<file path="config.mk">
export PLATFORM = sky130hd
export DESIGN_NAME = uart_dbg_cfg_regs
export DESIGN_NICKNAME = d
export VERILOG_FILES = /design/src/uart_dbg_link_pkg.sv /design/src/uart_dbg_cfg_regs.sv
export VERILOG_INCLUDE_DIRS = /design/src
export SDC_FILE = /design/constraint.sdc
export NUM_CORES = 1
export LEC_CHECK = 0
export BUFFER_PORTS_ARGS = -buffer_cell sky130_fd_sc_hd__buf_2
export CAP_MARGIN = 30
export CELL_PAD_IN_SITES_DETAIL_PLACEMENT = 0
export CELL_PAD_IN_SITES_GLOBAL_PLACEMENT = 2
export CORE_AREA = 8 8 61 63
export DETAILED_ROUTE_END_ITERATION = 6
export DIE_AREA = 0 0 69 71
export PLACE_DENSITY_LB_ADDON = 0.1
export SLEW_MARGIN = 40
export SYNTH_ARGS = -nofsm -noshare
export SYNTH_HDL_FRONTEND = slang
export SYNTH_SLANG_ARGS = --single-unit
</file>
<file path="constraint.sdc">
create_clock -name clk -period 1.75 [get_ports clk]
set_clock_uncertainty 0.15 [all_clocks]
set_input_delay 0.175 -clock clk [delete_from_list [all_inputs] [get_ports clk]]
set_output_delay 0.175 -clock clk [all_outputs]
set_load 0.05 [all_outputs]
</file>
<file path="src/uart_dbg_params.svh">
`ifndef UART_DBG_PARAMS_SVH
`define UART_DBG_PARAMS_SVH

//////////////////////////////////////////////////
// Engine memory
//////////////////////////////////////////////////

// Byte count, power of two so addresses wrap
`define DBG_MEM_BYTES 1024

//////////////////////////////////////////////////
// Command header
//////////////////////////////////////////////////

// Little-endian field sizes in bytes
`define DBG_ADDR_BYTES 2
`define DBG_LEN_BYTES 2

//////////////////////////////////////////////////
// Serial link
//////////////////////////////////////////////////

`define DBG_DIV_WIDTH 16
`define DBG_DIV_RESET 16

`endif

</file>
<file path="src/uart_dbg_link_pkg.sv">
`default_nettype none

`include "uart_dbg_params.svh"

package uart_dbg_link_pkg;

  typedef logic [`DBG_DIV_WIDTH-1:0] dbg_div_t;

  // Clock cycles per bit in div
  typedef struct packed {
    logic     enable;
    dbg_div_t div;
  } dbg_cfg_t;

  // One received frame
  typedef struct packed {
    logic [7:0] data;
    logic       frame_err;
  } dbg_rx_byte_t;

endpackage

`default_nettype wire

</file>
<file path="src/uart_dbg_cfg_regs.sv">
`timescale 1ns/1ns
`default_nettype none

`include "uart_dbg_params.svh"

module uart_dbg_cfg_regs (
  input  logic                        clk,
  input  logic                        arst_n_i,
  input  logic                        cfg_req_i,
  input  uart_dbg_link_pkg::dbg_cfg_t cfg_wdata_i,
  output logic                        cfg_ack_o,
  output uart_dbg_link_pkg::dbg_cfg_t cfg_o
);

  uart_dbg_link_pkg::dbg_cfg_t cfg_q;
  logic                        ack_q;

  //////////////////////////////////////////////////
  // Four-phase slave
  //////////////////////////////////////////////////

  always_ff @(posedge clk or negedge arst_n_i) begin
    if (!arst_n_i) begin
      cfg_q.enable <= 1'b0;
      cfg_q.div    <= uart_dbg_link_pkg::dbg_div_t'(`DBG_DIV_RESET);
      ack_q        <= 1'b0;
    end else begin
      if (cfg_req_i && !ack_q) begin
        // New request, store and acknowledge
        cfg_q <= cfg_wdata_i;
        ack_q <= 1'b1;
      end else if (!cfg_req_i && ack_q) begin
        // Host released req, close the handshake
        ack_q <= 1'b0;
      end
    end
  end

  assign cfg_ack_o = ack_q;

  // Steers rx and tx continuously
  assign cfg_o = cfg_q;

endmodule

`default_nettype wire

</file>
Word-level counts from Yosys, hierarchy flattened
Index checks and enable logic that the tools add are counted.
{ "totals": {"reg_bits": 18, "input_bits": 20, "elab_cells": 10} }
{ "classes": {"muxes": 2, "n_reduce_logical": 5} }
{ "ops": {"columns": ["op", "n"], "rows": [
  ["$logic_and 1x1->1", 2],
  ["$logic_not 1->1", 2],
  ["$mux 1", 2],
  ["$reduce_bool 2->1", 1]
]} }

Longest topological paths before layout
{ "logic_depth": {"depth_word": 4, "depth_mapped": 5, "depth_no_buf": 3} }

Worst setup path after synthesis
Ideal clock, no wire load.
{ "synth_path": {"path_type": "flip-flop to flip-flop", "startpoint": "register ack_q, in the netlist cfg_ack_o", "endpoint": "register cfg_q (netlist bit cfg_o[1])", "setup_ps": 125, "arrival_time_ps": 1454, "required_ps": 1475, "slack_ps": 21, "stages_incl_launch_ff": 6, "path_buffers": 2, "synth_period_minus_slack_ps": 1729, "cell_sequence": "dfrtp_1 -> inv_1 -> ha_1 -> buf_6 -> buf_12 -> mux2_4"} }
{ "synth_via": {"elab_chain_len": 2} }
{ "synth_rtl": {"columns": ["element", "line", "text"], "rows": [
  ["start, declared", "uart_dbg_cfg_regs.sv:16", "logic ack_q;"],
  ["start signal, assigned", "uart_dbg_cfg_regs.sv:26", "ack_q <= 1'b0;"],
  ["start signal, assigned", "uart_dbg_cfg_regs.sv:31", "ack_q <= 1'b1;"],
  ["start signal, assigned", "uart_dbg_cfg_regs.sv:34", "ack_q <= 1'b0;"],
  ["$logic_not 1->1", "uart_dbg_cfg_regs.sv:28", "if (cfg_req_i && !ack_q) begin"],
  ["$logic_and 1x1->1", "uart_dbg_cfg_regs.sv:28", null],
  ["end signal, assigned", "uart_dbg_cfg_regs.sv:30", "cfg_q <= cfg_wdata_i;"],
  ["end, declared", "uart_dbg_cfg_regs.sv:15", "uart_dbg_link_pkg::dbg_cfg_t cfg_q;"]
]} }
No other way between the ends.
A chain may end at the register's enable or synchronous reset.

Worst setup path in the final report
{ "layout_path": {"startpoint": "register ack_q, in the netlist cfg_ack_o", "endpoint": "register cfg_q (netlist bit cfg_o[9])"} }
The elaborated chain is that of the path after synthesis.

==> impl_metrics.py <==
metrics = {
    "run_status": {
        "outcome": "finished clean",
    },
    "placement": {
        "place_area_um2": 946,
        "gp_congestion": 0.626,
        "portBuffers": 37,
        "dp_hpwl_um": 1280,
        "place_inst": 110,
    },
    "floorplanning": {
        "fp-row-count": 20,
        "io_pins": 38,
        "fp.dieH_um": 71,
        "die_area_um2": 4900,
        "die_x_um": 69,
        "core_area_um2": 2850,
        "initial_core_util": 0.258,
    },
    "clocking": {
        "root_buffer": "clkbuf_4",
        "cts_sinks": 18,
        "cts_hold_buf": 18,
        "clk_pin_slew_ns": 0.10,
        "cts.repair.resized": 0,
        "htree_levels": 1,
        "clock_latency_ns": 0.28,
        "cts_tree": "built",
        "postCtsSetupBuffers": 0,
        "cts_buffer_depth": 2,
        "numCtsBuffers": 3,
    },
    "worst_setup_path": {
        "crit_chain": "inv_1, ha_1, buf_4, mux2_4",
        "critical_path.max_stage_delay_ns": 0.40,
        "crit_arrival_ns": 1.43,
        "worstSetupStartpointType": "flop",
        "crit_fanout": 10,
        "critPathKind": "flop to flop",
        "crit_slowest_cell": "dfrtp_1",
        "cp.required_ns": 1.78,
        "end_kind": "flop",
    },
    "synth": {
        "synth.largest_area_cell": "dfrtp_1",
        "synthFlopType": "dfrtp_1",
        "synth-edff-count": 0,
        "syn_avg_cell_area_um2": 18.4,
        "synth_commonest_cells": "dfrtp_1 (17), mux2_2 (9), mux2_4 (9)",
        "async_flop_share": 1.00,
        "synth_area_um2": 736,
        "synth.most_common_cell": "dfrtp_1",
        "syn_nets": 61,
        "synthTopCellsByArea": "dfrtp_1 (58%), mux2_4 (18%), mux2_2 (14%)",
        "synth.top_cell.area_share": 0.578,
        "syn_inst": 40,
        "synthDistinctLibCells": 8,
        "synth-seq-cells": 18,
        "yosysWarnings": 0,
        "yosysSeqAreaShare": 0.614,
    },
    "route": {
        "vias_per_cell": 3.92,
        "drt_iter0_drc": 7,
        "drcViolationCount": 0,
        "wl_met2_um": 793,
        "final_antenna_net_count": 0,
        "wl_met3_um": 149,
        "highest_layer": "met4",
        "drt_first_pass_iters": 3,
        "vias": 518,
        "routed_wl_um": 1700,
        "wl_per_cell_um": 12.9,
        "wl_met1_um": 748,
    },
    "pwr": {
        "ir_drop_mv": 0.841,
        "p_per_area_nw_per_um2": 1880,
        "p_leak_nw": 0.577,
        "total_power_w": 0.00218,
    },
    "cells_and_area": {
        "stdcell_count": 132,
        "drive_gt1_frac": 0.626,
        "area_growth_pct": 58.0,
        "stdcell_area_um2": 1160,
        "finish.utilization": 0.407,
        "num-fill-cells": 279,
        "nets": 121,
        "diodes": 0,
        "multi_input_area_um2": 249,
        "register_area_um2": 452,
    },
    "global_routing": {
        "antenna_found_initial": 0,
        "grt_max_degree": 19,
        "grt_pass1_vias": 579,
        "grt_overflow": 0,
        "grt_usage": 0.0733,
        "grt_first_pass_wirelength_um": 2900,
    },
    "timing": {
        "final.setup.tns_ns": 0,
        "fmax_mhz": 710,
        "period_share": 0.804,
        "finalSetupViolations": 0,
        "slew_violations": 0,
        "worstMarginPinSlew_ns": 0.393,
        "max-slew-margin-rel": 0.738,
        "rsz0062_at_grt": "no",
        "final-hold-violation-count": 0,
        "period_minus_slack_ns": 1.41,
    },
    "hold_path": {
        "min_path_type": "input port to flop",
    },
    "job": {
        "maxCapViolations": 0,
    },
}
state kept, by name (all words and copies together), names as in the netlist:
register,cells
cfg_o,17
cfg_ack_o,1
per-stage QoR:
stage / setup WS [ns] / hold WS [ns]
3_5_place_dp: 0.344 / -0.0238
3_3_place_gp: 0.372 / -0.0176
2_1_floorplan: 0.0213 / -0.271
6_report: 0.343 / 0.121
4_1_cts: 0.323 / 0.114
5_1_grt: 0.255 / 0.106
final cells by class:
cell class                      count  area share
Multi-Input combinational cell     19       0.214
Tap cell                           33      0.0355
Clock buffer                        4      0.0312
Timing Repair Buffer               57       0.327
Inverter                            1     0.00323
Sequential cell                    18       0.389
routing by layer:
layer / GRT usage / vias to the layer above
li1: - / 256
met1: 0.0831 / 238
met2: 0.110 / 22
met3: 0.0364 / 2
met4: 0.0410 / 0
met5: 0 / -
logic make-up after synthesis:
kind of cell | Yosys count | share of synthesized area
adders and majority gates | 1 | 0.0170
buffers and inverters | 3 | 0.0476
DFF | 18 | 0.614
muxes | 18 | 0.321
power breakdown:
part	internal (W)	total, W	leakage, nW	switching, W
clock	0.000127	0.000243	0.0210	0.000117
sequential	0.000601	0.000688	0.210	0.0000866
combinational	0.000402	0.00125	0.347	0.000849
layout by cell type, fill, tap and decap left out:
master	n
buf_2	37
dlygate4sd3_1	18
dfrtp_1	17
mux2_4	9
mux2_2	9
clkbuf_4	3
buf_4	2
inv_1	1
ha_1	1
dfstp_2	1
clkbuf_8	1
worst paths after layout:
kind | startpoint | to | slack, ns | depth (start not counted)
max in group asynchronous | arst_n_i | cfg_o[4]$_DFFE_PN1P_ | 0.94 | 2
worst max register to register | cfg_ack_o$_DFFE_PN0P_ | cfg_o[9]$_DFFE_PN0P_ | 0.34 | 4
worst min register to register | cfg_o[11]$_DFFE_PN0P_ | cfg_o[11]$_DFFE_PN0P_ | 0.36 | 1
worst min-delay path | cfg_req_i | cfg_ack_o$_DFFE_PN0P_ | 0.12 | 3
worst max-delay path | cfg_ack_o$_DFFE_PN0P_ | cfg_o[9]$_DFFE_PN0P_ | 0.34 | 4
min in group asynchronous | arst_n_i | cfg_o[2]$_DFFE_PN0P_ | 0.19 | 2
critical path, delay by kind of cell (launching register included):
kind,cells,cell delay [ns]
fa+ha+maj,1,0.15
buf+inv,2,0.28
flops,1,0.40
mux,1,0.32
Note: power is estimated with default switching activity, not from simulation.
