File: src/uart_dbg_params.svh
`ifndef UART_DBG_PARAMS_SVH
`define UART_DBG_PARAMS_SVH

//////////////////////////////////////////////////
// Engine memory
//////////////////////////////////////////////////

// Byte count, power of two so addresses wrap
`define DBG_MEM_BYTES 1024

//////////////////////////////////////////////////
// Command header
//////////////////////////////////////////////////

// Little-endian field sizes in bytes
`define DBG_ADDR_BYTES 2
`define DBG_LEN_BYTES 2

//////////////////////////////////////////////////
// Serial link
//////////////////////////////////////////////////

`define DBG_DIV_WIDTH 16
`define DBG_DIV_RESET 16

`endif

File: src/uart_dbg_link_pkg.sv
`default_nettype none

`include "uart_dbg_params.svh"

package uart_dbg_link_pkg;

  typedef logic [`DBG_DIV_WIDTH-1:0] dbg_div_t;

  // Clock cycles per bit in div
  typedef struct packed {
    logic     enable;
    dbg_div_t div;
  } dbg_cfg_t;

  // One received frame
  typedef struct packed {
    logic [7:0] data;
    logic       frame_err;
  } dbg_rx_byte_t;

endpackage

`default_nettype wire

File: src/uart_dbg_tx.sv
`timescale 1ns/1ns
`default_nettype none

module uart_dbg_tx (
  input  logic                        clk,
  input  logic                        arst_n_i,
  input  uart_dbg_link_pkg::dbg_cfg_t cfg_i,
  input  logic                        tx_req_i,
  input  logic [7:0]                  tx_byte_i,
  output logic                        tx_ack_o,
  output logic                        txd_o
);

  typedef enum logic [1:0] {
    TX_IDLE,
    TX_FRAME,
    TX_DONE
  } tx_state_e;

  tx_state_e                   state_q;
  uart_dbg_link_pkg::dbg_div_t div_q;
  uart_dbg_link_pkg::dbg_div_t cnt_q;
  logic [3:0]                  bit_q;
  logic [9:0]                  frame_q;
  logic                        bit_end;

  assign bit_end = (cnt_q == div_q - 1'b1);

  // Line idles high once the frame has shifted out
  assign txd_o = frame_q[0];

  always_ff @(posedge clk or negedge arst_n_i) begin
    if (!arst_n_i) begin
      state_q  <= TX_IDLE;
      div_q    <= '0;
      cnt_q    <= '0;
      bit_q    <= '0;
      frame_q  <= '1;
      tx_ack_o <= 1'b0;
    end else begin
      case (state_q)
        TX_IDLE: begin
          if (tx_req_i) begin
            // Stop, data, start
            frame_q  <= {1'b1, tx_byte_i, 1'b0};
            div_q    <= cfg_i.div;
            cnt_q    <= '0;
            bit_q    <= '0;
            tx_ack_o <= 1'b1;
            state_q  <= TX_FRAME;
          end
        end
        TX_FRAME: begin
          if (bit_end) begin
            cnt_q   <= '0;
            frame_q <= {1'b1, frame_q[9:1]};
            if (bit_q == 4'd9) begin
              state_q <= TX_DONE;
            end else begin
              bit_q <= bit_q + 1'b1;
            end
          end else begin
            cnt_q <= cnt_q + 1'b1;
          end
        end
        default: begin
          // Hold ack until the stop bit is over and req is gone
          if (!tx_req_i) begin
            tx_ack_o <= 1'b0;
            state_q  <= TX_IDLE;
          end
        end
      endcase
    end
  end

endmodule

`default_nettype wire

File: config.mk
export PLATFORM = sky130hd
export DESIGN_NAME = uart_dbg_tx
export DESIGN_NICKNAME = d
export VERILOG_FILES = /design/src/uart_dbg_link_pkg.sv /design/src/uart_dbg_tx.sv
export VERILOG_INCLUDE_DIRS = /design/src
export SDC_FILE = /design/constraint.sdc
export NUM_CORES = 1
export LEC_CHECK = 0
export ABC_AREA = 1
export BUFFER_PORTS_ARGS = -buffer_cell sky130_fd_sc_hd__buf_2
export CAP_MARGIN = 20
export CORE_UTILIZATION = 49
export CTS_CLUSTER_SIZE = 14
export DETAILED_ROUTE_END_ITERATION = 12
export PLACE_DENSITY = 0.68
export RECOVER_POWER = 50
export SETUP_SLACK_MARGIN = 0.1
export SYNTH_ARGS = -nofsm -noshare
export SYNTH_HDL_FRONTEND = slang
export SYNTH_SLANG_ARGS = --single-unit
File: constraint.sdc
create_clock -name clk -period 2.1 [get_ports clk]
set_input_delay 0.525 -clock clk [delete_from_list [all_inputs] [get_ports clk]]
set_output_delay 0.525 -clock clk [all_outputs]
set_load 0.05 [all_outputs]
# After elaboration in Yosys (flattened, before gate mapping)
# Index checks and enable logic that the tools add are counted.
classes:
  n_addsub: 3
  eq_ne: 9
  muxes: 18
  bitwise_logic: 1
  reduce_logical: 8
op_table:
  columns: ["cell", "n"]
  rows:
  - ["$mux 16", 2]
  - ["$pmux 16 s2", 1]
  - ["$mux 10", 2]
  - ["$pmux 10 s2", 1]
  - ["$add 16x1->16 const B", 1]
  - ["$eq 16x16->1", 1]
  - ["$sub 16x1->16 const B", 1]
  - ["$mux 4", 3]
  - ["$mux 2", 4]
  - ["$ne 2x2->1 const B", 4]
  - ["$pmux 4 s2", 1]
  - ["$reduce_and 4->1", 2]
  - ["$reduce_and 3->1", 2]
  - ["$add 4x1->4 const B", 1]
  - ["$eq 4x4->1 const B", 1]
  - ["$pmux 2 s2", 1]
  - ["$reduce_and 2->1", 2]
  - ["$ne 3x1->1 const B", 1]
  - ["$eq 2x1->1 const B", 1]
  - ["$logic_not 2->1", 1]
  - ["$mux 1", 2]
  - ["$ne 2x1->1 const B", 1]
  - ["$pmux 1 s2", 1]
  - ["$reduce_bool 2->1", 1]
  - ["$not 1->1", 1]
word_totals:
  register_bits: 49
  in_bits: 28

# Depth between registers and ports, before layout
logic_depth:
  ltp_word: 4
  depth_mapped: 17

# Least setup slack after synthesis
# No wires, ideal clock.
synth_timing:
  path_type: "register to register"
  startpoint: "register div_q[0]"
  endpoint: "register state_q[0]"
  setup_ns: 0.130
  arrival_time_ns: 1.786
  required_time_ns: 1.970
  setup_slack_ns: 0.184
  path_stages_with_launch: 17
  path_buffers: 1
  period_less_slack_ns: 1.916
  path_cell_list: "dfrtp_1 inv_1 ha_1 nand2_2 nor2_4 nand3_1 nand2_1 inv_1 nor2_1 nand2_1 nor2_2 nand2_2 nand2_4 buf_8 nand3_1 nand2_1 nand2_1"
synth_between:
  elab_chain_cells: 4
synth_lines:
  columns: ["item", "line", "rtl"]
  rows:
  - ["start: declaration", "uart_dbg_tx.sv:21", "uart_dbg_link_pkg::dbg_div_t div_q;"]
  - ["start signal: assignment", "uart_dbg_tx.sv:46", "div_q <= cfg_i.div;"]
  - ["$sub 16x1->16", "uart_dbg_tx.sv:27", "assign bit_end = (cnt_q == div_q - 1'b1);"]
  - ["$eq 16x16->1", "uart_dbg_tx.sv:27", null]
  - ["$ne 2x2->1 (no source line)", null, null]
  - ["$reduce_and 4->1 (no source line)", null, null]
  - ["end signal: assignment", "uart_dbg_tx.sv:34", "state_q <= TX_IDLE;"]
  - ["end signal: assignment", "uart_dbg_tx.sv:50", "state_q <= TX_FRAME;"]
  - ["end signal: assignment", "uart_dbg_tx.sv:58", "state_q <= TX_DONE;"]
  - ["end: declaration", "uart_dbg_tx.sv:20", "tx_state_e state_q;"]
# No other way between the ends.
# A chain may end at the register's enable or synchronous reset.

# Worst setup path after layout
layout_timing:
  startpoint: "register div_q[1]"
  endpoint: "register bit_q[0]"
layout_between:
  elab_chain_cells: 4
layout_lines:
  columns: ["item", "line", "rtl"]
  rows:
  - ["$sub 16x1->16", "uart_dbg_tx.sv:27", null]
  - ["$eq 16x16->1", "uart_dbg_tx.sv:27", null]
  - ["$ne 2x2->1 (no source line)", null, null]
  - ["$reduce_and 4->1 (no source line)", null, null]
  - ["end signal: assignment", "uart_dbg_tx.sv:60", "bit_q <= bit_q + 1'b1;"]
  - ["end: declaration", "uart_dbg_tx.sv:23", "logic [3:0] bit_q;"]
# No other way between the ends.

==> results.toml <==
[grt]
grt.busiest_layer = "met2"
grt_pass1_vias = 2497
antenna_found_initial = 0
grt_max_degree = 49
use_met3_pct = 3.86
use_met1_pct = 27.6
grt_pass1_wl_mm = 11.0
grt.total_usage_pct = 22.0
gr-total-overflow = 0
grtUsageMet2_pct = 38.5

[worst_setup_path]
max_stage_delay_ns = 0.41
cp.arrival_ns = 2.35
cpMaxStageDelayCell = "dfrtp_1"
reg2reg_depth = 14
worst_ep_required_time_ns = 2.31
worstReg2RegEnd = "bit_q[0]$_DFFE_PN0P_"
r2r-start = "div_q[1]$_DFFE_PN0P_"
path_buf_inv = 3
ff2ff_setup_slack_ns = -0.04
cp-start-kind = "flip-flop"
path_max_fanout = 8
critPathKind = "reg2reg"
cp_top_family = "simple AND/OR/NAND/NOR gates"
path_cells = "buf_6 -> nor2_4 -> nand2_4 -> inv_1 -> o21ai_0 -> nand2_1 -> nand3_2 -> nor3_4 -> nand2_4 -> nand2_8 -> buf_12 -> nand3_4 -> nand2_2 -> nand2_1"
critPathCaptureType = "flip-flop"

[final_layout]
final_cell_mix = "nand2_1, inv_1, dfrtp_1"
synthToLayoutAreaGrowth_pct = 20.2
final_common_cell = "nand2_1"
multiInputGateArea_um2 = 1720
fillers = 561
fin_area_um2 = 3640
num_antenna_cells = 0
drive_gt1_share_pct = 27.3
num-nets-final = 478
regArea_um2 = 1210

[place]
post-place-ws_ns = -0.0470
dp.final_hpwl_mm = 4.60
dpl-instance-area_um2 = 3330
globalplace.congestion = 0.812
portBuffers = 28

[yosys]
syn_avg_cell_area_um2 = 7.65
synth.distinct_cells = 34
ys_warn_count = 0
ys_ff_latch = 48
syn_inst = 396
syn_area_um2 = 3030
synth-seq-area-share_pct = 40.0
synth_fp_nets = 428

[sta]
setup_viol = 5
clock_skew_ns = 0.00872
setup_ws_ns = -0.0438
rsz0062_at_grt = "true"
min_period_ns = 2.14
slew_viol_final = 0
worstMarginPinSlew_ns = 1.22
min_period_over_period_pct = 102
clock.fmax_mhz = 466
maxSlewHeadroom_pct = 18.5
finalHoldViolCount = 0
timing.hold.ws_ns = 0.444

[cts]
clkSlewWorstSetupHoldPaths_ns = 0.09
cts_tree = "yes"
insertion_delay_ns = 0.31
cts_buffers = 5
postCtsHoldBufs = 0
htree_levels = 2
root_buffer = "clkbuf_8"
clockBufferDepth = 2
cts_sinks = 48

[flow_run]
cap_violations = 0

[outcome]
violations = "negative setup slack"
status = "complete, but fails checks"

[floorplan]
io_pins = 30
initial_core_util_pct = 50.9
core_um2 = 5960
die_height_um = 80.6
die_w_um = 80.6
num_rows = 28
dieArea_um2 = 6500

[detailed_routing]
antenna_left = 0
vias = 2674
drtIter0Drc = 98
wl_mm = 6.57
drcViolationCount = 0
wl_per_cell_um = 12.6
viasPerCell = 5.12
drtPass1Iterations = 4

[power]
p_sw_w = 0.00248
swShare_pct = 46.2
power.leakage_nw = 1.88
combPwrFrac_pct = 54.2
clkPwrFrac_pct = 10.9
p_seq_share_pct = 34.9
ir_drop_v = 0.000771
power.density_nw_per_um2 = 1480
p_int_w = 0.00289

[min_path]
hold_path.class = "in2reg"
whs_path_depth = 2
min_from = "cfg_i[4]"
whs_endpoint = "div_q[4]$_DFFE_PN0P_"
[area by class of cell]
type	instances	share of cell area, %
clock buffer	6	2.27
timing repair buffer	54	9.73
multi-input combinational	294	47.4
sequential	48	33.3
tap	75	2.58
clock inverter	2	0.275
inverter	43	4.50
[metal layers]
metal / up-vias / part of all wire [%]
li1: 1362 / -
met3: 7 / 3.1
met2: 56 / 51
met1: 1249 / 45
met4: 0 / 1.0
met5: - / 0
[kinds of logic after synthesis]
kind of cell,count (synthesis),share of synthesized area [%]
xor+xnor,28,8.10
fa+ha+maj,4,1.65
compound gates,26,4.63
simple gates,225,34.1
flops,48,40.0
mux,10,3.72
buf+inv,55,7.77
[power by group through the flow]
stage                     Combinational, W  Clock, W  Sequential, W
after CTS                          0.00268  0.000607        0.00185
after floorplan                    0.00199         0        0.00175
after detailed placement           0.00252         0        0.00187
after global routing               0.00326  0.000648        0.00194
final                              0.00291  0.000588        0.00187
after global placement             0.00243         0        0.00186
[cell usage after synthesis]
cell      count  area [um2]
nand2_1     124         465
inv_1        43         161
nor2_1       40         150
dfrtp_1      39         976
xor2_1       21         184
nand3_1      20         100
nand4_1      17         106
a21oi_1      10        50.1
mux2_2       10         113
dfstp_2       9         236
clkbuf_1      7        26.3
o21ai_0       7        35.0
o22ai_1       7        43.8
xnor2_1       7        61.3
nand2_2       5        31.3
ha_1          4        50.1
nor2_2        3        18.8
buf_6         2        22.5
clkbuf_2      2        10.0
nand3b_1      2        15.0
nor2_4        2        22.5
nor3_1        2        10.0
nor3_2        2        20.0
a31oi_1       1        6.26
and2_1        1        6.26
buf_8         1        15.0
nand2_4       1        11.3
nand3_2       1        10.0
nand3_4       1        17.5
nor2_8        1        20.0
nor3_4        1        16.3
nor4_1        1        6.26
o21ai_1       1        5.00
or2_2         1        6.26
[per-stage QoR]
step           TNS [ns]  power (W)  std cells  util, %
2_1_floorplan         0    0.00374        396        -
3_3_place_gp          0    0.00429        502     55.9
3_5_place_dp    -0.0879    0.00438        502     55.9
4_1_cts               0    0.00514        517     59.2
5_1_grt           -1.69    0.00585        522     61.1
6_report         -0.142    0.00537        522     61.1
[worst reg2reg max path: stages (launching register included)]
cell and delay [ns]:
dfrtp_1 0.41, buf_6 0.13, nor2_4 0.15, nand2_4 0.09, inv_1 0.08, o21ai_0 0.11, nand2_1 0.10, nand3_2 0.10
nor3_4 0.30, nand2_4 0.11, nand2_8 0.11, buf_12 0.12, nand3_4 0.08, nand2_2 0.10, nand2_1 0.05
[what timing repair did]
item | CTS | global route
cloned | 1 | 1
resized for setup | 14 | 26
pin swaps | 17 | 14
setup endpoints to repair | 31 | 31
endpoints found under the hold margin | 0 | 0
buffers inserted | 6 | 4
[sequential cells by signal (all words and copies together) (netlist names)]
| name | flops |
|---|---|
| frame_q | 9 |
| cnt_q | 16 |
| tx_ack_o | 1 |
| div_q | 16 |
| bit_q | 4 |
| state_q | 2 |
[worst max path at each step]
stage	startpoint	end	slack, ns	cells after the start
final	div_q[1]$_DFFE_PN0P_	bit_q[0]$_DFFE_PN0P_	-0.04	14
after global routing	div_q[1]$_DFFE_PN0P_	bit_q[3]$_DFFE_PN0P_	-0.13	16
after CTS	div_q[1]$_DFFE_PN0P_	bit_q[2]$_DFFE_PN0P_	0.01	14
after detailed placement	div_q[1]$_DFFE_PN0P_	cnt_q[14]$_DFFE_PN0P_	-0.05	16
after global placement	div_q[0]$_DFFE_PN0P_	cnt_q[14]$_DFFE_PN0P_	0.008	16
after floorplan	div_q[0]$_DFFE_PN0P_	state_q[0]$_DFFE_PN0P_	0.18	16
Note: power is estimated with default switching activity, not from simulation.
