===== src/uart_dbg_params.svh =====
`ifndef UART_DBG_PARAMS_SVH
`define UART_DBG_PARAMS_SVH

//////////////////////////////////////////////////
// Engine memory
//////////////////////////////////////////////////

// Byte count, power of two so addresses wrap
`define DBG_MEM_BYTES 1024

//////////////////////////////////////////////////
// Command header
//////////////////////////////////////////////////

// Little-endian field sizes in bytes
`define DBG_ADDR_BYTES 2
`define DBG_LEN_BYTES 2

//////////////////////////////////////////////////
// Serial link
//////////////////////////////////////////////////

`define DBG_DIV_WIDTH 16
`define DBG_DIV_RESET 16

`endif


===== src/uart_dbg_link_pkg.sv =====
`default_nettype none

`include "uart_dbg_params.svh"

package uart_dbg_link_pkg;

  typedef logic [`DBG_DIV_WIDTH-1:0] dbg_div_t;

  // Clock cycles per bit in div
  typedef struct packed {
    logic     enable;
    dbg_div_t div;
  } dbg_cfg_t;

  // One received frame
  typedef struct packed {
    logic [7:0] data;
    logic       frame_err;
  } dbg_rx_byte_t;

endpackage

`default_nettype wire


===== src/uart_dbg_rx.sv =====
`timescale 1ns/1ns
`default_nettype none

module uart_dbg_rx (
  input  logic                            clk,
  input  logic                            arst_n_i,
  input  uart_dbg_link_pkg::dbg_cfg_t     cfg_i,
  input  logic                            rxd_i,
  output logic                            rx_valid_o,
  output uart_dbg_link_pkg::dbg_rx_byte_t rx_byte_o
);

  typedef enum logic {
    RX_IDLE,
    RX_FRAME
  } rx_state_e;

  rx_state_e                   state_q;
  logic [2:0]                  sync_q;
  uart_dbg_link_pkg::dbg_div_t div_q;
  uart_dbg_link_pkg::dbg_div_t cnt_q;
  logic [3:0]                  bit_q;
  logic [7:0]                  shift_q;
  logic                        ferr_q;
  logic                        sample;

  // Mid-bit strobe, bit 0 is start and bit 9 is stop
  assign sample = (state_q == RX_FRAME) && (cnt_q == (div_q >> 1));

  always_ff @(posedge clk or negedge arst_n_i) begin
    if (!arst_n_i) begin
      sync_q     <= '1;
      state_q    <= RX_IDLE;
      div_q      <= '0;
      cnt_q      <= '0;
      bit_q      <= '0;
      rx_valid_o <= 1'b0;
    end else begin
      sync_q     <= {sync_q[1:0], rxd_i};
      rx_valid_o <= 1'b0;
      case (state_q)
        RX_IDLE: begin
          // Falling start edge, divisor frozen for this frame
          if (cfg_i.enable && sync_q[2] && !sync_q[1]) begin
            state_q <= RX_FRAME;
            div_q   <= cfg_i.div;
            cnt_q   <= '0;
            bit_q   <= '0;
          end
        end
        default: begin
          if (cnt_q == div_q - 1'b1) begin
            cnt_q <= '0;
            bit_q <= bit_q + 1'b1;
          end else begin
            cnt_q <= cnt_q + 1'b1;
          end
          if (sample) begin
            if (bit_q == 4'd0 && sync_q[1]) begin
              // Glitch, not a real start bit
              state_q <= RX_IDLE;
            end else if (bit_q == 4'd9) begin
              state_q    <= RX_IDLE;
              rx_valid_o <= 1'b1;
            end
          end
        end
      endcase
    end
  end

  // Data bits arrive LSB first
  always_ff @(posedge clk) begin
    if (sample && bit_q >= 4'd1 && bit_q <= 4'd8) begin
      shift_q <= {sync_q[1], shift_q[7:1]};
    end
    if (sample && bit_q == 4'd9) begin
      ferr_q <= !sync_q[1];
    end
  end

  assign rx_byte_o.data      = shift_q;
  assign rx_byte_o.frame_err = ferr_q;

endmodule

`default_nettype wire


===== config.mk =====
export PLATFORM = sky130hd
export DESIGN_NAME = uart_dbg_rx
export DESIGN_NICKNAME = d
export VERILOG_FILES = /design/src/uart_dbg_link_pkg.sv /design/src/uart_dbg_rx.sv
export VERILOG_INCLUDE_DIRS = /design/src
export SDC_FILE = /design/constraint.sdc
export NUM_CORES = 1
export LEC_CHECK = 0
export ABC_AREA = 0
export ABC_CLOCK_PERIOD_IN_PS = 3600
export BUFFER_PORTS_ARGS = -buffer_cell sky130_fd_sc_hd__buf_4
export CAP_MARGIN = 20
export CORE_ASPECT_RATIO = 1.1
export CORE_MARGIN = 2
export CORE_UTILIZATION = 55
export DETAILED_ROUTE_END_ITERATION = 8
export PLACE_DENSITY = 0.75
export SETUP_SLACK_MARGIN = 0.1
export SLEW_MARGIN = 20
export SYNTH_ARGS = -nofsm -noshare
export SYNTH_HDL_FRONTEND = slang
export SYNTH_SLANG_ARGS = --single-unit

===== constraint.sdc =====
create_clock -name clk -period 3.6 [get_ports clk]
set_clock_uncertainty 0.2 [all_clocks]
set_input_delay 0.54 -clock clk [delete_from_list [all_inputs] [get_ports clk]]
set_output_delay 0.54 -clock clk [all_outputs]
set_load 0.1 [all_outputs]

Yosys cells after proc, flatten, opt, wreduce, memory -nomap -nowiden
Cells that the tools add are included.
{"block": "totals", "reg_bits": 50, "output_inout_bits": 10}
{"block": "classes", "n_addsub": 3, "magnitude_cmp": 2, "eq_ne": 4, "muxes": 15, "n_bitwise": 1, "n_reduce_logical": 12}
{"op": "2-to-1 mux 16 bit", "count": 3}
{"op": "adder 16 x 1 -> 16 bit (second input constant)", "count": 1}
{"op": "equality test 16 x 15 -> 1 bit", "count": 1}
{"op": "equality test 16 bit", "count": 1}
{"op": "subtractor 16 x 1 -> 16 bit (second input constant)", "count": 1}
{"op": "2-to-1 mux 4 bit", "count": 3}
{"op": "2-to-1 mux 1 bit", "count": 9}
{"op": "logical AND 1 bit", "count": 7}
{"op": "adder 4 x 1 -> 4 bit (second input constant)", "count": 1}
{"op": "equality test 4 bit (second input constant)", "count": 1}
{"op": "greater-or-equal comparator 4 x 1 -> 1 bit (second input constant)", "count": 1}
{"op": "<= comparator 4 bit (second input constant)", "count": 1}
{"op": "logical NOT 4 bit", "count": 1}
{"op": "AND reduction 2 bit", "count": 2}
{"op": "inequality test 2 x 1 -> 1 bit (second input constant)", "count": 1}
{"op": "nonzero test 2 bit", "count": 1}
{"op": "logical NOT 1 bit", "count": 1}
{"op": "NOT 1 bit", "count": 1}

Longest topological paths before layout
Gate-level depths: netlist of run 1.
{"block": "logic_depth", "ltp_word": 5, "ltp_mapped": 11, "depth_no_buf": 9}

Worst setup path before layout of run 1
Ideal clock, no wire load.
{"block": "synth_timing", "kind": "reg2reg", "from": "register div_q[2]", "to": "register bit_q[1]", "setup_time_ps": 125, "arrival_ps": 2419, "t_required_ps": 3275, "slack_ps": 856, "path_stages_with_launch": 10, "path_buffers": 2, "period_less_slack_ps": 2744, "cell_sequence": "dfrtp_1 > buf_6 > or4_1 > buf_2 > nor4_4 > o211ai_2 > a32oi_2 > nand4_2 > or2_4 > mux2_4"}
{"block": "synth_via", "elab_chain_len": 4}
{"element": "start, declared", "line": "uart_dbg_rx.sv:20", "rtl": "uart_dbg_link_pkg::dbg_div_t div_q;"}
{"element": "start signal, assigned", "line": "uart_dbg_rx.sv:46", "rtl": "div_q <= cfg_i.div;"}
{"element": "subtractor 16 x 1 -> 16 bit", "line": "uart_dbg_rx.sv:52", "rtl": "if (cnt_q == div_q - 1'b1) begin"}
{"element": "equality test 16 bit", "line": "uart_dbg_rx.sv:52"}
{"element": "inequality test 2 x 1 -> 1 bit (no source line)"}
{"element": "AND reduction 2 bit (no source line)"}
{"element": "end signal, assigned", "line": "uart_dbg_rx.sv:54", "rtl": "bit_q <= bit_q + 1'b1;"}
{"element": "end, declared", "line": "uart_dbg_rx.sv:22", "rtl": "logic [3:0] bit_q;"}
Every way passes these cells.
A chain may end at the register's enable or synchronous reset.

Worst setup path after layout of run 1
Ends and elaborated chain as after synthesis.

==> results.json, run 1 <==
{
  "ys_ff_latch": 50,
  "fp-row-count": 28,
  "netlist.top_cell.by_area": "dfrtp_1",
  "final-hold-violation-count": 10,
  "timing.final.crit_share": 0.840,
  "die_area_sq_um": 6280,
  "yosysSeqAreaShare": 0.418,
  "avgSynthCellArea_sq_um": 8.84,
  "multi_input_area_sq_um": 1650,
  "syn_nets": 377,
  "regArea_sq_um": 1300,
  "cts_root_buf": "clkbuf_8",
  "drive_above_1_share": 0.165,
  "port_buffers": 29,
  "violations": "hold timing",
  "tightest_slew_ns": 0.566,
  "drt_pass1_iterations": 4,
  "final_cell_mix": "nand2_1, dfrtp_1, buf_4",
  "cts_buffers": 5,
  "fillers": 486,
  "cp.arrival_ns": 3.02,
  "end_kind": "flop",
  "wl_per_cell_um": 15.3,
  "core_sq_um": 5430,
  "path_class": "flop to flop",
  "clk_pin_slew_ns": 0.09,
  "power_density_nw_per_um2": 616,
  "grt_pass1_wl_mm": 11.1,
  "syn-cell-area_sq_um": 3110,
  "cts.sinks": 50,
  "cts_tree": "yes",
  "async_flop_share": 0.820,
  "hold_class": "input port to async pin",
  "synth_top_area_frac": 0.306,
  "clockBufferDepth": 2,
  "setup-violations-final": 0,
  "post-route-util": 0.638,
  "status": "finished, violations left",
  "crit_required_ns": 3.60,
  "final_cell_area_sq_um": 3460,
  "via_count": 2522,
  "ir_drop_mv": 0.365,
  "ys_types": 60,
  "drv_slew": 0,
  "r2r_end": "bit_q[1]$_DFFE_PN0P_",
  "cts_resized": 0,
  "postCtsSetupRepairBufs": 0,
  "rsz0062_at_grt": "no",
  "htreeDepth": 2,
  "synthesis.instances": 352,
  "synth-edff-count": 9,
  "grt_pass1_vias": 2344,
  "io_pins": 30,
  "r2r_cells": 7,
  "place_congestion": 0.928,
  "via_per_inst": 5.74,
  "tns_ns": 0,
  "wirelength_mm": 6.71,
  "initial_core_util": 0.573,
  "postPlaceCellArea_sq_um": 3330,
  "worstSkewPairLatency_ns": 0.30,
  "synth_area_leaders": "dfrtp_1, edfxtp_1, nand2_1",
  "num_antenna_cells": 0,
  "final_common_cell": "nand2_1",
  "hpwlAfterDp_mm": 4.81,
  "dp.cells": 431,
  "grt_antenna_before_repair": 0,
  "grt_max_degree": 42,
  "fmax_mhz": 331,
  "fin_cells": 439,
  "die_w_um": 75.7,
  "layout.nets": 388,
  "gr-total-overflow": 0,
  "start_kind": "flop",
  "reg2reg_slack_ns": 0.58,
  "holdWs_ns": -0.00905,
  "hold_buffers": 0,
  "rr_startpoint": "div_q[2]$_DFFE_PN0P_",
  "area.growth.synth_to_final_pct": 11.3,
  "postRouteAntennaNets": 0,
  "die_y_um": 82.9,
  "period_needed_ns": 3.02,
  "maxCapViolCount": 0,
  "crit_fanout": 10,
  "drtIter0Drc": 207,
  "yosysWarnings": 0,
  "slew_headroom": 0.621,
  "synth_ff_type": "dfrtp_1",
  "drc": 0,
  "static-leakage-power_nw": 1.51,
  "track_usage": 0.230
}
cells in the mapped netlist (5+ instances only):
cell and n:
nand2_1 61, dfrtp_1 38, clkbuf_1 22, nor3_1 21, xor2_1 21, a21oi_1 17, nor2_1 15, nand3_1 14
o21ai_0 12, xnor2_1 11, edfxtp_1 9, and3_1 8, nor4_1 8, inv_1 7, mux2i_1 6, a31oi_1 5
ha_1 5, nand4_1 5
report_power, final:
part / internal, W / leakage [nW] / total [W] / switching (W)
Clock: 0.000278 / 0.0683 / 0.000471 / 0.000193
Combinational: 0.000345 / 0.849 / 0.000746 / 0.000401
Sequential: 0.000684 / 0.596 / 0.000919 / 0.000235
Total: 0.00131 / 1.51 / 0.00214 / 0.000828
cell type report:
cell class | instances | share of cell area
multi-input cells | 265 | 0.477
flip-flops and latches | 50 | 0.375
repair buffers | 34 | 0.0737
well taps | 75 | 0.0271
clock buffers | 5 | 0.0199
clock inverters | 3 | 0.0199
inverters | 7 | 0.00758
state kept, by name (all words and copies together) (netlist names):
signal and count:
bit_q 4, cnt_q 16, div_q 16, ferr_q 1
rx_valid_o 1, shift_q 8, state_q 1, sync_q 3
per-stage QoR:
step	worst slack [ns]	total power [W]	hold slack [ns]
after floorplan	0.856	0.00149	0.0444
after global placement	0.660	0.00164	0.146
after detailed placement	0.608	0.00166	0.147
after CTS	0.583	0.00214	0.00956
after global routing	0.443	0.00227	0.0397
final	0.575	0.00214	-0.00905
routing by layer:
| layer | global-route usage | wire length [um] | vias up |
|---|---|---|---|
| met4 | 0.0813 | 157 | 0 |
| met1 | 0.319 | 3050 | 1188 |
| met3 | 0.0400 | 272 | 13 |
| met2 | 0.357 | 3230 | 59 |
| li1 | - | - | 1262 |
| met5 | 0 | 0 | - |
kinds of logic (layout without fill, tap and decap cells):
group | after synthesis | count (layout) | synth area share
mux | 8 | 8 | 0.0277
flops | 50 | 50 | 0.418
xor+xnor | 32 | 32 | 0.0901
compound gates | 57 | 57 | 0.118
fa+ha+maj | 5 | 5 | 0.0201
simple gates | 163 | 163 | 0.275
buf+inv | 37 | 49 | 0.0515
worst max-delay path by stage:
stage	startpoint	end	slack, ns	depth (start not counted)
6_report	div_q[2]$_DFFE_PN0P_	bit_q[1]$_DFFE_PN0P_	0.58	7
5_1_grt	div_q[0]$_DFFE_PN0P_	bit_q[1]$_DFFE_PN0P_	0.44	8
4_1_cts	div_q[2]$_DFFE_PN0P_	bit_q[1]$_DFFE_PN0P_	0.58	7
3_5_place_dp	div_q[2]$_DFFE_PN0P_	bit_q[1]$_DFFE_PN0P_	0.61	7
3_3_place_gp	div_q[2]$_DFFE_PN0P_	bit_q[1]$_DFFE_PN0P_	0.66	7
2_1_floorplan	div_q[2]$_DFFE_PN0P_	bit_q[1]$_DFFE_PN0P_	0.86	9
critical path: stages (launching register included):
cell,delay (ns)
dfrtp_1,0.49
nor4_2,0.51
nand2_2,0.13
or4_4,0.54
a32oi_2,0.23
nand4_2,0.20
or2_4,0.31
mux2_4,0.30
Power figures use the tool's default switching activity.
==> run 2: changes to the inputs <==
ABC_AREA = 1   (was 0)
ABC_CLOCK_PERIOD_IN_PS = 3150   (was 3600)
PLACE_DENSITY = 0.74   (was 0.75)
clock period = 3.15 ns   (was 3.6 ns; I/O delays follow)
==> run 2 against run 1 <==
Effect of this change:
- the run now ends clean
- global-route usage grew 3.6 points
- combinational power grew 47%
- clock power shrank 13%
- non-clock buffer count shrank 2
- synthesized cell count grew 34%
==> results.json, run 2 <==
{
  "cts.sinks": 50,
  "drt_pass1_iterations": 5,
  "wirelength_mm": 8.61,
  "ys_types": 36,
  "largestRegisters": "cnt_q: 16 flops, div_q: 16 flops, shift_q: 8 flops",
  "synth-edff-count": 9,
  "drive_above_1_share": 0.160,
  "avgSynthCellArea_sq_um": 7.35,
  "static-leakage-power_nw": 1.89,
  "core_sq_um": 6120,
  "syn_nets": 497,
  "postRouteAntennaNets": 0,
  "final_cell_mix": "nand2_1, inv_1, nor2_1",
  "die_y_um": 87.3,
  "synth.top_cells.by_count": "nand2_1, inv_1, nor2_1, nand3_1, dfrtp_1",
  "end_kind": "flop",
  "clockBufferDepth": 2,
  "async_flop_share": 0.820,
  "slew_headroom": 0.582,
  "rsz0062_at_grt": "no",
  "tns_ns": 0,
  "drc": 0,
  "synth_ff_type": "dfrtp_1",
  "start_kind": "flop",
  "fp-row-count": 30,
  "cp_slowest_cell": "dfrtp_1",
  "setup-violations-final": 0,
  "grt_antenna_before_repair": 0,
  "synth_area_leaders": "dfrtp_1, nand2_1, edfxtp_1",
  "num_antenna_cells": 0,
  "yosysMostFrequentCell": "nand2_1",
  "tightest_slew_ns": 0.626,
  "via_per_inst": 5.47,
  "area.growth.synth_to_final_pct": 9.88,
  "cts_resized": 0,
  "htreeDepth": 2,
  "multi_input_area_sq_um": 1840,
  "cpPeakStageDelay_ns": 0.40,
  "worstSkewPairLatency_ns": 0.31,
  "die_w_um": 79.7,
  "period_needed_ns": 2.57,
  "drtIter0Drc": 212,
  "cpMostUsedCell": "nand2_2",
  "yosysSeqAreaShare": 0.375,
  "yosysWarnings": 0,
  "synth_top_area_frac": 0.274,
  "cts_tree": "yes",
  "io_pins": 30,
  "final-hold-violation-count": 0,
  "ys_ff_latch": 50,
  "via_count": 3138,
  "fmax_mhz": 389,
  "hpwlAfterDp_mm": 6.69,
  "grt_pass1_wl_mm": 14.3,
  "track_usage": 0.266,
  "syn-cell-area_sq_um": 3470,
  "initial_core_util": 0.567,
  "hold_class": "input port to flop",
  "fillers": 560,
  "layout.nets": 518,
  "crit_required_ns": 3.12,
  "grt_max_degree": 42,
  "gr-total-overflow": 0,
  "status": "finished clean",
  "die_area_sq_um": 6960,
  "cp_cell_sequence": "inv_1 -> ha_1 -> nand2_4 -> nor2_8 -> xor2_2 -> nand2_1 -> inv_2 -> nand2_2 -> nor2_4 -> nand2_2 -> nand3_1 -> o21ai_0",
  "cts_root_buf": "clkbuf_8",
  "clk_pin_slew_ns": 0.10,
  "maxCapViolCount": 0,
  "crit_fanout": 13,
  "crit_family": "simple AND/OR/NAND/NOR gates",
  "ir_drop_mv": 0.370,
  "drv_slew": 0,
  "cts_buffers": 5,
  "regArea_sq_um": 1300,
  "wl_per_cell_um": 15.0,
  "netlist.top_cell.by_area": "dfrtp_1",
  "power_density_nw_per_um2": 687,
  "crit_buf_inv": 2,
  "place_congestion": 0.968,
  "port_buffers": 29,
  "path_class": "flop to flop",
  "final_common_cell": "nand2_1",
  "synthesis.instances": 472,
  "grt_pass1_vias": 2992,
  "timing.final.crit_share": 0.817,
  "worst_slack_ns": 0.578,
  "pre_cts_slack_ns": 0.600,
  "cp.arrival_ns": 2.54
}
==> run 2: logic make-up (layout without fill, tap and decap cells) <==
family	after synthesis	in the layout	share of synthesized area
AND/OR/NAND/NOR	259	259	0.359
buffers and inverters	80	102	0.0952
flip-flops	50	50	0.375
AO/OA/AOI/OAI	49	49	0.0761
XOR/XNOR	27	27	0.0703
adder cells (fa/ha/maj)	5	5	0.0180
multiplexers	2	2	0.00649
==> run 2: worst paths after layout <==
kind / startpoint / endpoint / slack [ns] / cells past startpoint
max in group asynchronous: arst_n_i / sync_q[2]$_DFF_PN1_ / 1.90 / 2
min reg2reg: sync_q[0]$_DFF_PN1_ / sync_q[1]$_DFF_PN1_ / 0.16 / 0
max: div_q[1]$_DFFE_PN0P_ / cnt_q[1]$_DFFE_PN0P_ / 0.58 / 12
min: rxd_i / sync_q[0]$_DFF_PN1_ / 0.06 / 1
max reg2reg: div_q[1]$_DFFE_PN0P_ / cnt_q[1]$_DFFE_PN0P_ / 0.58 / 12
min in group asynchronous: arst_n_i / div_q[3]$_DFFE_PN0P_ / 0.47 / 2
==> run 2: stage by stage <==
step	utilization	cells	power, W	hold slack [ns]	area (sq um)
floorplan	-	472	0.00193	-0.0231	3470
global placement	0.606	565	0.00218	0.148	3700
detailed placement	0.606	565	0.00220	0.149	3700
CTS	0.623	574	0.00261	0.0525	3810
global route	0.623	574	0.00284	0.0385	3810
finish	0.623	574	0.00262	0.0564	3810
==> run 2: area by class of cell <==
| class | instances | share of cell area |
|---|---|---|
| Multi-Input combinational cell | 342 | 0.482 |
| Sequential cell | 50 | 0.341 |
| Timing Repair Buffer | 32 | 0.0637 |
| Inverter | 62 | 0.0610 |
| Tap cell | 80 | 0.0263 |
| Clock buffer | 5 | 0.0181 |
| Clock inverter | 3 | 0.00755 |
==> run 2: power breakdown <==
group | total [W] | internal [W] | switching, W
combinational | 0.00110 | 0.000444 | 0.000652
sequential | 0.00111 | 0.000808 | 0.000306
clock | 0.000411 | 0.000165 | 0.000245
total | 0.00262 | 0.00142 | 0.00120
==> run 2: what timing repair did <==
item | 4_1_cts | 5_1_grt
buffers inserted | 0 | 0
hold buffers | 1 | 0
endpoints found under the setup margin | 0 | 0
hold endpoints to repair | 38 | 0
==> run 2: metal layers <==
metal	global-route usage	wire length [um]	vias to the layer above
met3	0.0436	319	19
li1	-	-	1542
met1	0.347	3870	1497
met5	0	0	-
met2	0.445	4210	80
met4	0.0971	214	0
